**src/verilog/sya_pkg.sv**
```systemverilog
// Shared sizes and types of the systolic array engine
// Configuration word, operand vectors, accumulator matrix, controller states
`default_nettype none

package sya_pkg;

    // Array geometry
    localparam int NUM_ROW = 4;
    localparam int NUM_COL = 4;

    // Datapath widths
    localparam int ACT_W = 8;
    localparam int WGT_W = 8;
    localparam int ACC_W = 24;

    // Configuration field widths
    localparam int ADDR_W  = 16;
    localparam int CHN_W   = 8;
    localparam int GRP_W   = 8;
    localparam int SHIFT_W = 5;
    localparam int CFG_W   = 3 * ADDR_W + GRP_W + CHN_W + SHIFT_W + ACT_W;

    // Zero steps that push the last operands through skew and grid
    localparam int FLUSH_STEPS = NUM_ROW + NUM_COL - 1;
    localparam int FLUSH_CNT_W = $clog2(FLUSH_STEPS);
    localparam int ROW_CNT_W   = $clog2(NUM_ROW);

    // Scalar element types
    typedef logic signed [ACT_W-1:0] act_t;
    typedef logic signed [WGT_W-1:0] wgt_t;
    typedef logic signed [ACC_W-1:0] acc_t;
    typedef logic        [ACT_W-1:0] ofm_t;

    // Configuration word, most significant field first
    typedef struct packed {
        logic [ADDR_W-1:0]  act_base;
        logic [ADDR_W-1:0]  wgt_base;
        logic [ADDR_W-1:0]  ofm_base;
        logic [GRP_W-1:0]   num_grp;
        logic [CHN_W-1:0]   chn;
        logic [SHIFT_W-1:0] shift;
        logic [ACT_W-1:0]   zp;
    } cfg_t;

    // One memory beat per edge, element i belongs to row or column i
    typedef act_t [NUM_ROW-1:0] act_vec_t;
    typedef wgt_t [NUM_COL-1:0] wgt_vec_t;
    typedef ofm_t [NUM_COL-1:0] ofm_vec_t;

    typedef acc_t [NUM_ROW-1:0][NUM_COL-1:0] psum_mat_t;

    typedef enum logic [2:0] {
        S_IDLE,
        S_LOAD,
        S_FLUSH,
        S_DRAIN,
        S_CLEAR
    } ctrl_state_t;

endpackage

`default_nettype wire

```
**src/verilog/sya_ctrl_if.sv**
```systemverilog
// Control bundle from the controller to feeder, grid and output writer
`timescale 1ns/1ps
`default_nettype none

interface sya_ctrl_if import sya_pkg::*; ();

    // One systolic step for feeder and grid
    logic             adv;
    // Feeder takes zeros instead of memory data
    logic             zero_in;
    // Clear every accumulator before the next group
    logic             acc_clr;

    // Drain of one group, request and completion pulses
    logic             drain_req;
    logic [GRP_W-1:0] drain_grp;
    logic             drain_done;

    modport ctrl (
        output adv, zero_in, acc_clr, drain_req, drain_grp,
        input  drain_done
    );

    modport feed  (input adv, zero_in);

    modport array (input adv, acc_clr);

    modport drain (input drain_req, drain_grp, output drain_done);

endinterface

`default_nettype wire

```
**src/verilog/sya_ctrl.sv**
```systemverilog
// Engine controller
// Configuration register, group loop FSM, channel and group counters
// Read address generation and read data handshake
`timescale 1ns/1ps
`default_nettype none

module sya_ctrl import sya_pkg::*; (
    input  logic              clk,
    input  logic              rst_n,
    input  logic              cfg_vld,
    output logic              cfg_rdy,
    input  cfg_t              cfg_info,
    output logic [ADDR_W-1:0] act_rd_addr,
    output logic              act_rd_addr_vld,
    input  logic              act_rd_addr_rdy,
    output logic [ADDR_W-1:0] wgt_rd_addr,
    output logic              wgt_rd_addr_vld,
    input  logic              wgt_rd_addr_rdy,
    input  logic              act_rd_dat_vld,
    input  logic              wgt_rd_dat_vld,
    output logic              rd_dat_rdy,
    output cfg_t              cfg,
    sya_ctrl_if.ctrl          ctl
);

    ctrl_state_t            state;
    ctrl_state_t            state_nxt;
    logic [CHN_W-1:0]       addr_cnt;
    logic [CHN_W-1:0]       beat_cnt;
    logic [GRP_W-1:0]       grp_cnt;
    logic [FLUSH_CNT_W-1:0] flush_cnt;
    logic                   cfg_acc;
    logic                   addr_vld;
    logic                   addr_acc;
    logic                   beat;
    logic                   load_done;
    logic                   flush_last;
    logic                   last_grp;

    // =========================================================================
    // Handshakes
    // =========================================================================
    assign cfg_rdy = state == S_IDLE;
    assign cfg_acc = cfg_vld && cfg_rdy;

    // Address pair is offered until chn pairs of this group are out
    assign addr_vld        = (state == S_LOAD) && (addr_cnt < cfg.chn);
    assign act_rd_addr_vld = addr_vld;
    assign wgt_rd_addr_vld = addr_vld;
    assign addr_acc        = addr_vld && act_rd_addr_rdy && wgt_rd_addr_rdy;

    assign act_rd_addr = cfg.act_base + ADDR_W'(grp_cnt) * ADDR_W'(cfg.chn)
                       + ADDR_W'(addr_cnt);
    assign wgt_rd_addr = cfg.wgt_base + ADDR_W'(addr_cnt);

    // Data may trail the addresses by any latency
    assign rd_dat_rdy = (state == S_LOAD) && (beat_cnt < cfg.chn);
    assign beat       = rd_dat_rdy && act_rd_dat_vld && wgt_rd_dat_vld;

    assign load_done  = (addr_cnt == cfg.chn) && (beat_cnt == cfg.chn);
    assign flush_last = flush_cnt == FLUSH_CNT_W'(FLUSH_STEPS - 1);
    assign last_grp   = grp_cnt == cfg.num_grp - GRP_W'(1);

    // Datapath control
    assign ctl.adv       = beat || (state == S_FLUSH);
    assign ctl.zero_in   = state == S_FLUSH;
    assign ctl.acc_clr   = state == S_CLEAR;
    assign ctl.drain_req = (state == S_FLUSH) && flush_last;
    assign ctl.drain_grp = grp_cnt;

    // =========================================================================
    // FSM
    // =========================================================================
    always_comb begin
        state_nxt = state;
        case (state)
            S_IDLE:  if (cfg_acc)        state_nxt = S_LOAD;
            S_LOAD:  if (load_done)      state_nxt = S_FLUSH;
            S_FLUSH: if (flush_last)     state_nxt = S_DRAIN;
            S_DRAIN: if (ctl.drain_done) state_nxt = S_CLEAR;
            S_CLEAR: state_nxt = last_grp ? S_IDLE : S_LOAD;
            default: state_nxt = S_IDLE;
        endcase
    end

    always_ff @(posedge clk or negedge rst_n) begin
        if (!rst_n) begin
            state <= S_IDLE;
            cfg   <= '0;
        end else begin
            state <= state_nxt;
            if (cfg_acc) begin
                cfg <= cfg_info;
            end
        end
    end

    // =========================================================================
    // Counters
    // =========================================================================
    always_ff @(posedge clk or negedge rst_n) begin
        if (!rst_n) begin
            addr_cnt  <= '0;
            beat_cnt  <= '0;
            grp_cnt   <= '0;
            flush_cnt <= '0;
        end else begin
            // Channel counters restart for every group
            if (cfg_acc || state == S_CLEAR) begin
                addr_cnt <= '0;
                beat_cnt <= '0;
            end else begin
                if (addr_acc) begin
                    addr_cnt <= addr_cnt + 1'b1;
                end
                if (beat) begin
                    beat_cnt <= beat_cnt + 1'b1;
                end
            end

            if (state == S_FLUSH) begin
                flush_cnt <= flush_last ? '0 : flush_cnt + 1'b1;
            end

            if (cfg_acc) begin
                grp_cnt <= '0;
            end else if (state == S_CLEAR) begin
                grp_cnt <= grp_cnt + 1'b1;
            end
        end
    end

endmodule

`default_nettype wire

```
**src/flat_wrapper.sv**
```systemverilog
// flat-port wrapper written by rule: the top's interface ports become plain ports
module sya_ctrl_flat import sya_pkg::*;
  (clk, rst_n, cfg_vld, cfg_rdy, cfg_info, act_rd_addr, act_rd_addr_vld, act_rd_addr_rdy, wgt_rd_addr, wgt_rd_addr_vld, wgt_rd_addr_rdy, act_rd_dat_vld, wgt_rd_dat_vld, rd_dat_rdy, cfg, ctl_adv, ctl_zero_in, ctl_acc_clr, ctl_drain_req, ctl_drain_grp, ctl_drain_done);
  sya_ctrl_if ctl_i ();
  input  logic clk;
  input  logic rst_n;
  input  logic cfg_vld;
  output logic cfg_rdy;
  input  cfg_t cfg_info;
  output logic [ADDR_W-1:0] act_rd_addr;
  output logic act_rd_addr_vld;
  input  logic act_rd_addr_rdy;
  output logic [ADDR_W-1:0] wgt_rd_addr;
  output logic wgt_rd_addr_vld;
  input  logic wgt_rd_addr_rdy;
  input  logic act_rd_dat_vld;
  input  logic wgt_rd_dat_vld;
  output logic rd_dat_rdy;
  output cfg_t cfg;
  output wire logic [$bits(ctl_i.adv)-1:0] ctl_adv;
  output wire logic [$bits(ctl_i.zero_in)-1:0] ctl_zero_in;
  output wire logic [$bits(ctl_i.acc_clr)-1:0] ctl_acc_clr;
  output wire logic [$bits(ctl_i.drain_req)-1:0] ctl_drain_req;
  output wire logic [$bits(ctl_i.drain_grp)-1:0] ctl_drain_grp;
  input wire logic [$bits(ctl_i.drain_done)-1:0] ctl_drain_done;
  assign ctl_adv = ctl_i.adv;
  assign ctl_zero_in = ctl_i.zero_in;
  assign ctl_acc_clr = ctl_i.acc_clr;
  assign ctl_drain_req = ctl_i.drain_req;
  assign ctl_drain_grp = ctl_i.drain_grp;
  assign ctl_i.drain_done = ctl_drain_done;
  sya_ctrl u_core (.clk(clk), .rst_n(rst_n), .cfg_vld(cfg_vld), .cfg_rdy(cfg_rdy), .cfg_info(cfg_info), .act_rd_addr(act_rd_addr), .act_rd_addr_vld(act_rd_addr_vld), .act_rd_addr_rdy(act_rd_addr_rdy), .wgt_rd_addr(wgt_rd_addr), .wgt_rd_addr_vld(wgt_rd_addr_vld), .wgt_rd_addr_rdy(wgt_rd_addr_rdy), .act_rd_dat_vld(act_rd_dat_vld), .wgt_rd_dat_vld(wgt_rd_dat_vld), .rd_dat_rdy(rd_dat_rdy), .cfg(cfg), .ctl(ctl_i));
endmodule
```
**config.mk**
```make
export PLATFORM = sky130hd
export DESIGN_NAME = sya_ctrl_flat
export DESIGN_NICKNAME = d
export VERILOG_FILES = /design/src/verilog/sya_pkg.sv /design/src/verilog/sya_ctrl_if.sv /design/src/verilog/sya_ctrl.sv /design/src/flat_wrapper.sv
export SDC_FILE = /design/constraint.sdc
export NUM_CORES = 1
export LEC_CHECK = 0
export BUFFER_PORTS_ARGS = -buffer_cell sky130_fd_sc_hd__buf_4
export CAP_MARGIN = 20
export CORE_MARGIN = 2
export CORE_UTILIZATION = 56
export CTS_BUF_LIST = sky130_fd_sc_hd__clkbuf_4
export DETAILED_ROUTE_END_ITERATION = 6
export HOLD_SLACK_MARGIN = 0.15
export PLACE_DENSITY = 0.86
export SYNTH_ARGS = -nofsm -noshare
export SYNTH_HDL_FRONTEND = slang
export SYNTH_SLANG_ARGS = --single-unit
```
**constraint.sdc**
```tcl
create_clock -name clk -period 7 [get_ports clk]
set_input_delay 0.35 -clock clk [delete_from_list [all_inputs] [get_ports clk]]
set_output_delay 0.35 -clock clk [all_outputs]
set_load 0.1 [all_outputs]
```
==> metrics.txt, run 1 <==
clk sinks 107; DRC 0; Die X 125 um; CP cell instances and2_1 -> fa_1 -> fa_1 -> inv_1 -> fa_1 -> inv_1 -> fa_1 -> inv_1 -> fa_1 -> inv_1 -> ha_1 -> o21a_1 -> and2_1 -> a21boi_0 -> o21ai_0 -> o21ai_0 -> xnor2_2 -> buf_4; Setup-failing EPs final 0; Mapped Cells 945; Compound-Gate Fraction of Synth Area 9.37%; Synth area leaders dfrtp_1 (33%), fa_1 (14%), nand2_1 (11%), ha_1 (11%), inv_1 (4.6%); ys async rst share 100%; WS Path Type register to primary output; Post-Synth Adder-Cell Area 25.1%; ANT nets after route 0; GR Util met2 51.6%; final hold vios 0; ratio of cells with drive above 1 in the final layout 19.6%; fmax 0.156 GHz; status finished, final reports clean; most used routing layer met2; vias per cell 5.46; Crit Path Max Fanout 17; Synth Flop Type dfrtp_1; Post-DP HPWL 15700 um; # nets final 1431; post-synthesis cell type count 50; core area 14400 um2; Synth area leader dfrtp_1; layout overhead on the synthesized area 32.4%; M1 GR Usage 37.6%; CTS tree yes; die footprint 15700 um2; DRT iter0 DRCs 541; GRT Util Overall 30.3%; global-route wire length before repair 38400 um; Max H-tree Level 3; min-delay worst type primary input to register; Synth Register Bits 107; RSZ-0062 raised after global routing no; number of synthesized flops with an enable pin 0; Clock Skew 0.0270 ns; Die H 125 um; met3 Track Usage GR 7.62%; Final Max Tran Viols 0; Boundary Pins 210; Final min period 6.43 ns; Final TNS setup 0 ns; WL/cell 16.5 um; maximum root-to-sink buffer count 2; crit share post-route 91.8%; postcts setup bufs 0; count leader, synth nand2_1; most frequent cells after synthesis nand2_1 (251), dfrtp_1 (107), inv_1 (101); Via Count 7671; vias in the first global route 7843; CP required 6.65 ns; WL final 23300 um; largest net degree at the start of global routing 96; CTS Buf Count 9; synth warn 0; syn nets 1161; crit path DAT 6.08 ns; Mapped Area 8210 um2; post-synthesis mux area share 0.244%; initial antenna violation count 1; Fillers 1038; port bufs 209; XOR/XNOR Fraction of Synth Area 4.43%; Worst-Margin Slew 0.953 ns; crit-path most repeated cell fa_1; post-synthesis simple-gate area fraction 21.9%; sequential area share after synthesis 32.6%; clk slew on worst S/H paths 0.20 ns; 1st-pass router iterations 5; syn avg cell area 8.69 um2; Worst setup SP type register; Clock Latency Late Sink 0.51 ns; Synth top area share 32.6%; Max-cap violations 0; slowest cell delay on critical path 0.62 ns; RePlAce Congestion 0.870; CP Capture Type primary output; Crit-path slowest cell dfrtp_1; Root Buffer clkbuf_4; GRT overflow 0; largest family of logic cells by synthesized area adder cells; initial core utilization 56.9%; site row count 44; Worst slew margin 36.5%
stage by stage:
| stage | setup WS, ns | util (%) | hold slack [ns] | instances | area (um2) |
|---|---|---|---|---|---|
| global route | 0.278 | 75.4 | 0.266 | 1406 | 10900 |
| floorplan | 0.0867 | - | 0.0544 | 945 | 8230 |
| global placement | 1.29 | 68.8 | 0.391 | 1308 | 9930 |
| detailed placement | 1.14 | 68.8 | 0.391 | 1308 | 9930 |
| finish | 0.575 | 75.4 | 0.232 | 1406 | 10900 |
| CTS | 0.564 | 75.3 | 0.202 | 1403 | 10900 |
state kept, by name (all words and copies together), names as in the netlist:
signal	flops
u_core.state	3
u_core.flush_cnt	3
u_core.cfg	77
u_core.ctl.drain_grp	8
u_core.addr_cnt	8
u_core.beat_cnt	8
cell usage in the layout, fill, tap and decap left out, drive strengths merged, types with 6 or more instances in the layout:
master	n
nor3	13
nand3	25
nor2	27
dlygate4sd3	79
xor2	11
fa	56
a21oi	28
and2	41
xnor2	28
buf	214
ha	75
nand4	6
or4	7
inv	105
clkbuf	9
o21ai	46
nand2	251
and3	6
dfrtp	107
nand2b	9
a21o	10
critical path, delay by kind of cell, from the launching register on:
kind / cells / cell delay [ns]
buf+inv: 5 / 0.51
simple gates: 2 / 0.46
xor+xnor: 1 / 0.16
flops: 1 / 0.62
fa+ha+maj: 6 / 2.82
compound gates: 4 / 1.02
cell families (layout without fill, tap and decap cells):
| kind of cell | after synthesis | count (layout) |
|---|---|---|
| simple gates | 403 | 403 |
| buf+inv | 137 | 412 |
| mux | 2 | 2 |
| flops | 107 | 107 |
| other cells | 0 | 2 |
| fa+ha+maj | 131 | 131 |
| xor+xnor | 40 | 40 |
| compound gates | 125 | 125 |
layout make-up:
cell class	instances	area (um2)	area share (%)
Sequential cell	107	2680	24.6
Tap cell	184	230	2.12
Clock inverter	7	80.1	0.736
Clock buffer	9	67.6	0.621
Antenna cell	2	5.00	0.0460
Inverter	103	387	3.56
Multi-Input combinational cell	701	5030	46.3
Timing Repair Buffer	293	2390	22.0
timing repair:
| item | CTS | global route |
|---|---|---|
| hold buffers | 79 | 0 |
| endpoints found under the setup margin | 0 | 0 |
| gates resized for setup | 0 | 0 |
| hold endpoints to repair | 123 | 0 |
path summary, 6_finish.rpt:
check | endpoint | depth (start not counted) | slack [ns] | start
max | act_rd_addr[13] | 18 | 0.57 | u_core.ctl.drain_grp[2]$_DFFE_PN0N_
min in group asynchronous | u_core.cfg[30]$_DFFE_PN0P_ | 2 | 0.34 | rst_n
min | u_core.addr_cnt[5]$_DFFE_PN0P_ | 5 | 0.23 | act_rd_addr_rdy
max reg2reg | u_core.addr_cnt[7]$_DFFE_PN0P_ | 7 | 4.32 | u_core.cfg[19]$_DFFE_PN0P_
max in group asynchronous | u_core.cfg[68]$_DFFE_PN0P_ | 3 | 5.47 | rst_n
min reg2reg | u_core.cfg[40]$_DFFE_PN0P_ | 2 | 0.50 | u_core.cfg[40]$_DFFE_PN0P_
per-layer routing:
metal	wire (um)	up-vias	part of all wire (%)
li1	-	3614	-
met1	9290	3715	40
met2	11600	287	50
met3	1710	55	7.3
met4	675	0	2.9
met5	0	-	0
Power of run 1 is not shown: default switching activity piles up to over one toggle a cycle in this logic, so the estimate is an artifact.
==> inputs of run 2 (changes only) <==
CORE_UTILIZATION = 55   (was 56)
CTS_BUF_LIST = default   (was sky130_fd_sc_hd__clkbuf_4)
PLACE_DENSITY = 0.84   (was 0.86)
==> run 2 against run 1 <==
  * First-iteration DRC count is 39% lower
  * Sequential cell count unchanged
  * Die area grew 1.8%
  * Non-clock buffer count shrank 78
  * Hold slack got worse by 0.066 ns
  * Sequential share of layout area up 1.5 points
  * Cell count shrank 5.7%
==> metrics.txt, run 2 (synthesis gave the netlist of run 1 again) <==
largest reg by FF count u_core.cfg; crit share post-route 89.2% (-2.6 points); maximum root-to-sink buffer count 2 (unchanged); crit path DAT 5.89 ns (-0.19 ns); Die H 126 um (+0.88%); Sequential Area 2680 um2 (unchanged); Worst setup SP type register; CP top delay family adder cells; diodes inserted 0 (-2); met3 Track Usage GR 6.24% (-1.4 points); ANT nets after route 0 (unchanged); Worst R2R Path Depth 7 (unchanged); Final TNS setup 0 ns (unchanged); DRT iter0 DRCs 330 (-39%); Worst R2R End u_core.addr_cnt[7]$_DFFE_PN0P_; initial antenna violation count 0 (-1); WS Path Type register to primary output; Clock Skew 0.0140 ns (-0.0130 ns); Crit-path slowest cell dfrtp_1; clk slew on worst S/H paths 0.08 ns (-0.12 ns); flop2flop setup slack 4.35 ns (+0.03 ns); Setup-failing EPs final 0 (unchanged); Die X 126 um (+0.88%); min-delay worst type primary input to register; CP Capture Type primary output; core area 14600 um2 (+1.1%); WL final 21000 um (-9.6%); Worst Hold Endpoint u_core.cfg[26]$_DFFE_PN0P_; postcts setup bufs 0 (unchanged); Via Count 7181 (-6.4%); final hold vios 0 (unchanged); Buf/Inv on CP 5 (unchanged); hold depth 3 (-2); clk sinks 107 (unchanged); port bufs 209 (unchanged); RePlAce Congestion 0.885 (+1.8%); Clock Latency Late Sink 0.37 ns (-0.14 ns); most used routing layer met2; layout overhead on the synthesized area 24.8%; DRC 0 (unchanged); vias per cell 5.42 (-0.74%); most frequent cells in the layout nand2_1 (250), buf_4 (213), dfrtp_1 (107), inv_1 (101), ha_1 (75); site row count 44 (unchanged); Root Buffer clkbuf_16; ratio of cells with drive above 1 in the final layout 20.8% (+1.3 points); min-delay src cfg_info[26]; Worst slew margin 35.6% (-0.89 points); global-route wire length before repair 34800 um (-9.5%); Max-cap violations 0 (unchanged); commonest non-fill, non-tap cell in the layout nand2_1; slowest cell delay on critical path 0.60 ns (-0.02 ns); M1 GR Usage 35.2% (-2.3 points); fmax 0.160 GHz (+2.9%); Fillers 1147 (+11%); worst reg2reg startpoint u_core.cfg[19]$_DFFE_PN0P_; die footprint 15900 um2 (+1.8%); status finished, final reports clean; max reg flops 77 (unchanged); crit-path most repeated cell fa_1; vias in the first global route 7269 (-7.3%); Boundary Pins 210 (unchanged); Worst-Margin Slew 0.966 ns (+0.0133 ns); GRT Util Overall 27.0% (-3.3 points); Post-DP HPWL 15800 um (+0.39%); footprint of the multi-input gates 5030 um2 (unchanged); Final Max Tran Viols 0 (unchanged); CP required 6.65 ns (about the same); RSZ-0062 raised after global routing no; WL/cell 15.8 um (-4.2%); CP cell instances and2_1 -> fa_1 -> fa_1 -> inv_1 -> fa_1 -> inv_1 -> fa_1 -> inv_1 -> fa_1 -> inv_1 -> ha_1 -> o21a_1 -> and2_1 -> a21boi_0 -> o21ai_0 -> o21ai_0 -> xnor2_2 -> buf_4; Setup crit start u_core.ctl.drain_grp[2]$_DFFE_PN0N_; Max H-tree Level 3 (unchanged); GR Util met2 44.9% (-6.7 points); largest net degree at the start of global routing 96 (unchanged); Crit Path Max Fanout 17 (unchanged); initial core utilization 56.3% (-0.64 points); Final min period 6.24 ns (-0.184 ns); CTS Buf Count 9 (unchanged); # nets final 1353 (-5.5%); GRT overflow 0 (unchanged); Levels on crit path 18 (unchanged); 1st-pass router iterations 5 (unchanged); CTS tree yes
==> run 2: cell type report <==
| type | count | area share [%] |
|---|---|---|
| multi-input cells | 701 | 49.1 |
| flip-flops and latches | 107 | 26.1 |
| repair buffers | 215 | 15.7 |
| inverters | 103 | 3.77 |
| well taps | 184 | 2.25 |
| clock buffers | 10 | 2.23 |
| clock inverters | 6 | 0.805 |
==> run 2: worst reg2reg max path: stages, from the launching register on <==
cell	delay [ns]
dfrtp_1	0.50
inv_1	0.17
ha_1	0.35
a21o_1	0.19
a211o_1	0.37
or4_1	0.53
or4_1	0.40
nand2_1	0.08
==> run 2: worst max path at each step <==
stage                                 end  slack, ns
after global placement    act_rd_addr[13]       1.28
after floorplan           act_rd_addr[14]       0.09
final                     act_rd_addr[13]       0.76
after global routing      act_rd_addr[13]       0.49
after detailed placement  act_rd_addr[13]       1.18
after CTS                 act_rd_addr[13]       0.79
==> run 2: metrics by stage <==
stage | util [%] | std cells | hold WS (ns) | setup WS (ns) | cell area, um2
finish | 70.3 | 1326 | 0.165 | 0.758 | 10300
global placement | 68.0 | 1308 | 0.416 | 1.28 | 9930
floorplan | - | 945 | 0.0544 | 0.0867 | 8230
global route | 70.3 | 1326 | 0.162 | 0.490 | 10300
CTS | 70.2 | 1325 | 0.158 | 0.789 | 10200
detailed placement | 68.0 | 1308 | 0.418 | 1.18 | 9930
==> run 2: metal layers <==
metal / vias to the layer above / wire length, um
met5: - / 0
met1: 3422 / 8760
li1: 3449 / -
met2: 275 / 10300
met4: 0 / 419
met3: 35 / 1500
==> run 2: repair_timing <==
item,4_1_cts,5_1_grt
hold endpoints to repair,46,0
hold buffers,1,0
gates resized for setup,0,0
endpoints found under the setup margin,0,0
Power of run 2 is left out for the same reason.
==> inputs of run 3 (changes only) <==
RECOVER_POWER = 25   (was default)
==> run 3 against run 2 <==
  * The run now ends with capacitance limit, slew limit left
  * Clock skew is essentially flat
  * Wire length is essentially flat
  * Hold slack lost 0.0016 ns
  * Cell count is the same
  * First-iteration DRC count grew 13%
  * Global-route usage is the same
  * Via count grew 0.22%
  * Clock-buffer cell count is the same
  * Critical path depth is the same
  * Sequential share of layout area grew 0.34 points
  * Register-to-register slack lost 0.03 ns
  * Highest routed layer unchanged
==> metrics.txt, run 3 (synthesis gave the netlist of run 1 again) <==
fmax 0.160 GHz (-0.19%); min-delay worst type primary input to register; vias per cell 5.43 (+0.22%); global-route wire length before repair 34800 um (unchanged); Setup-failing EPs final 0 (unchanged); Die X 126 um (unchanged); core area 14600 um2 (unchanged); site row count 44 (unchanged); WS Path Type register to primary output; initial core utilization 56.3% (unchanged); DR WL met2 10300 um (-0.42%); clk slew on worst S/H paths 0.08 ns (about the same); RSZ-0062 raised after global routing no; Max H-tree Level 3 (unchanged); status finished with violations; Sequential Area 2680 um2 (unchanged); Via Count 7197 (+0.22%); Root Buffer clkbuf_16; DRT iter0 DRCs 374 (+13%); Max Used Layer met4; placed cells 1308 (unchanged); Final TNS setup 0 ns (unchanged); Clock Skew 0.0142 ns (+0.000241 ns); CTS tree yes; CP Capture Type primary output; WL/cell 15.8 um (about the same); Worst setup SP type register; Placement Cell Area 9930 um2 (unchanged); Worst-Margin Slew 2.67 ns (+1.70 ns); Min Hold Slack 0.164 ns (-0.00162 ns); Post-DP HPWL 15800 um (unchanged); Post-Layout Cell Count 1326 (unchanged); 1st-pass router iterations 5 (unchanged); crit share post-route 89.3% (+0.17 points); WL final 21000 um (about the same); Die H 126 um (unchanged); crit path DAT 5.90 ns (about the same); commonest non-fill, non-tap cell in the layout nand2_1; Final Cell Area 10100 um2 (-1.3%); Met3 Wirelength 1540 um (+2.7%); Boundary Pins 210 (unchanged); ratio of cells with drive above 1 in the final layout 17.7% (-3.2 points); hold depth 3 (unchanged); layout overhead on the synthesized area 23.2%; diodes inserted 0 (unchanged); CP required 6.65 ns (about the same); max reg flops 77 (unchanged); GRT Util Overall 27.0% (unchanged); most frequent cells in the layout nand2_1 (250), buf_4 (178), dfrtp_1 (107), inv_1 (102), ha_1 (75); clk sinks 107 (unchanged); port bufs 209 (unchanged); Clock Latency Late Sink 0.37 ns (about the same); initial antenna violation count 0 (unchanged); Final Max Tran Viols 48 (+48); GRT overflow 0 (unchanged); WL met1 8760 um (about the same); CTS Buf Count 9 (unchanged); Fillers 1186 (+3.4%); final hold vios 0 (unchanged); footprint of the multi-input gates 5030 um2 (unchanged); Max-cap violations 1 (+1); DRC 0 (unchanged); maximum root-to-sink buffer count 2 (unchanged); largest reg by FF count u_core.cfg; Worst slew margin -77.8% (-110 points); Worst R2R Path Depth 7 (unchanged); vias in the first global route 7269 (unchanged); RePlAce Congestion 0.885 (unchanged); violated checks capacitance limit, slew limit; die footprint 15900 um2 (unchanged); # nets final 1353 (unchanged); Final min period 6.25 ns (+0.0120 ns); ANT nets after route 0 (unchanged); Crit Path Max Fanout 17 (unchanged); largest net degree at the start of global routing 96 (unchanged)
run 3: cell types whose count changed in the layout (fill, tap and decap cells not counted):
cell | previous run | this run
clkbuf_1 | 1 | 36
inv_1 | 101 | 102
inv_2 | 1 | 0
buf_4 | 213 | 178
run 3: cell type report:
class	count	area share (%)
clock buffers	10	2.26
clock inverters	6	0.816
inverters	103	3.82
multi-input cells	701	49.7
flip-flops and latches	107	26.5
well taps	184	2.27
repair buffers	215	14.6
run 3: critical path, stage by stage (launching register included):
cell and delay [ns]:
dfrtp_1 0.60, and2_1 0.29, fa_1 0.42, fa_1 0.54
inv_1 0.05, fa_1 0.48, inv_1 0.06, fa_1 0.53
inv_1 0.05, fa_1 0.49, inv_1 0.04, ha_1 0.33
o21a_1 0.23, and2_1 0.17, a21boi_0 0.35, o21ai_0 0.20
o21ai_0 0.23, xnor2_2 0.16, buf_4 0.31
run 3: worst paths after layout:
path | end | slack, ns | start
min in group asynchronous | u_core.cfg[71]$_DFFE_PN0P_ | 1.37 | rst_n
min reg2reg | u_core.cfg[3]$_DFFE_PN0P_ | 0.47 | u_core.cfg[3]$_DFFE_PN0P_
max reg2reg | u_core.addr_cnt[7]$_DFFE_PN0P_ | 4.32 | u_core.cfg[19]$_DFFE_PN0P_
max in group asynchronous | u_core.ctl.drain_grp[6]$_DFFE_PN0N_ | 3.73 | rst_n
min | u_core.cfg[26]$_DFFE_PN0P_ | 0.16 | cfg_info[26]
max | act_rd_addr[13] | 0.75 | u_core.ctl.drain_grp[2]$_DFFE_PN0N_
run 3: per-stage QoR:
stage | util [%] | worst slack [ns]
after floorplan | - | 0.0867
after global routing | 69.4 | 0.490
after CTS | 70.2 | 0.789
final | 69.4 | 0.746
after detailed placement | 68.0 | 1.18
after global placement | 68.0 | 1.28
run 3: metal layers:
metal	up-vias	track usage [%]
met3	32	6.24
li1	3448	-
met5	-	0
met4	0	8.47
met1	3442	35.2
met2	275	44.9
run 3: what timing repair did:
action | CTS | global route
hold buffers | 1 | 0
buffers inserted | 0 | 0
endpoints found under the hold margin | 46 | 0
resized for setup | 0 | 0
Power of run 3 is left out for the same reason.
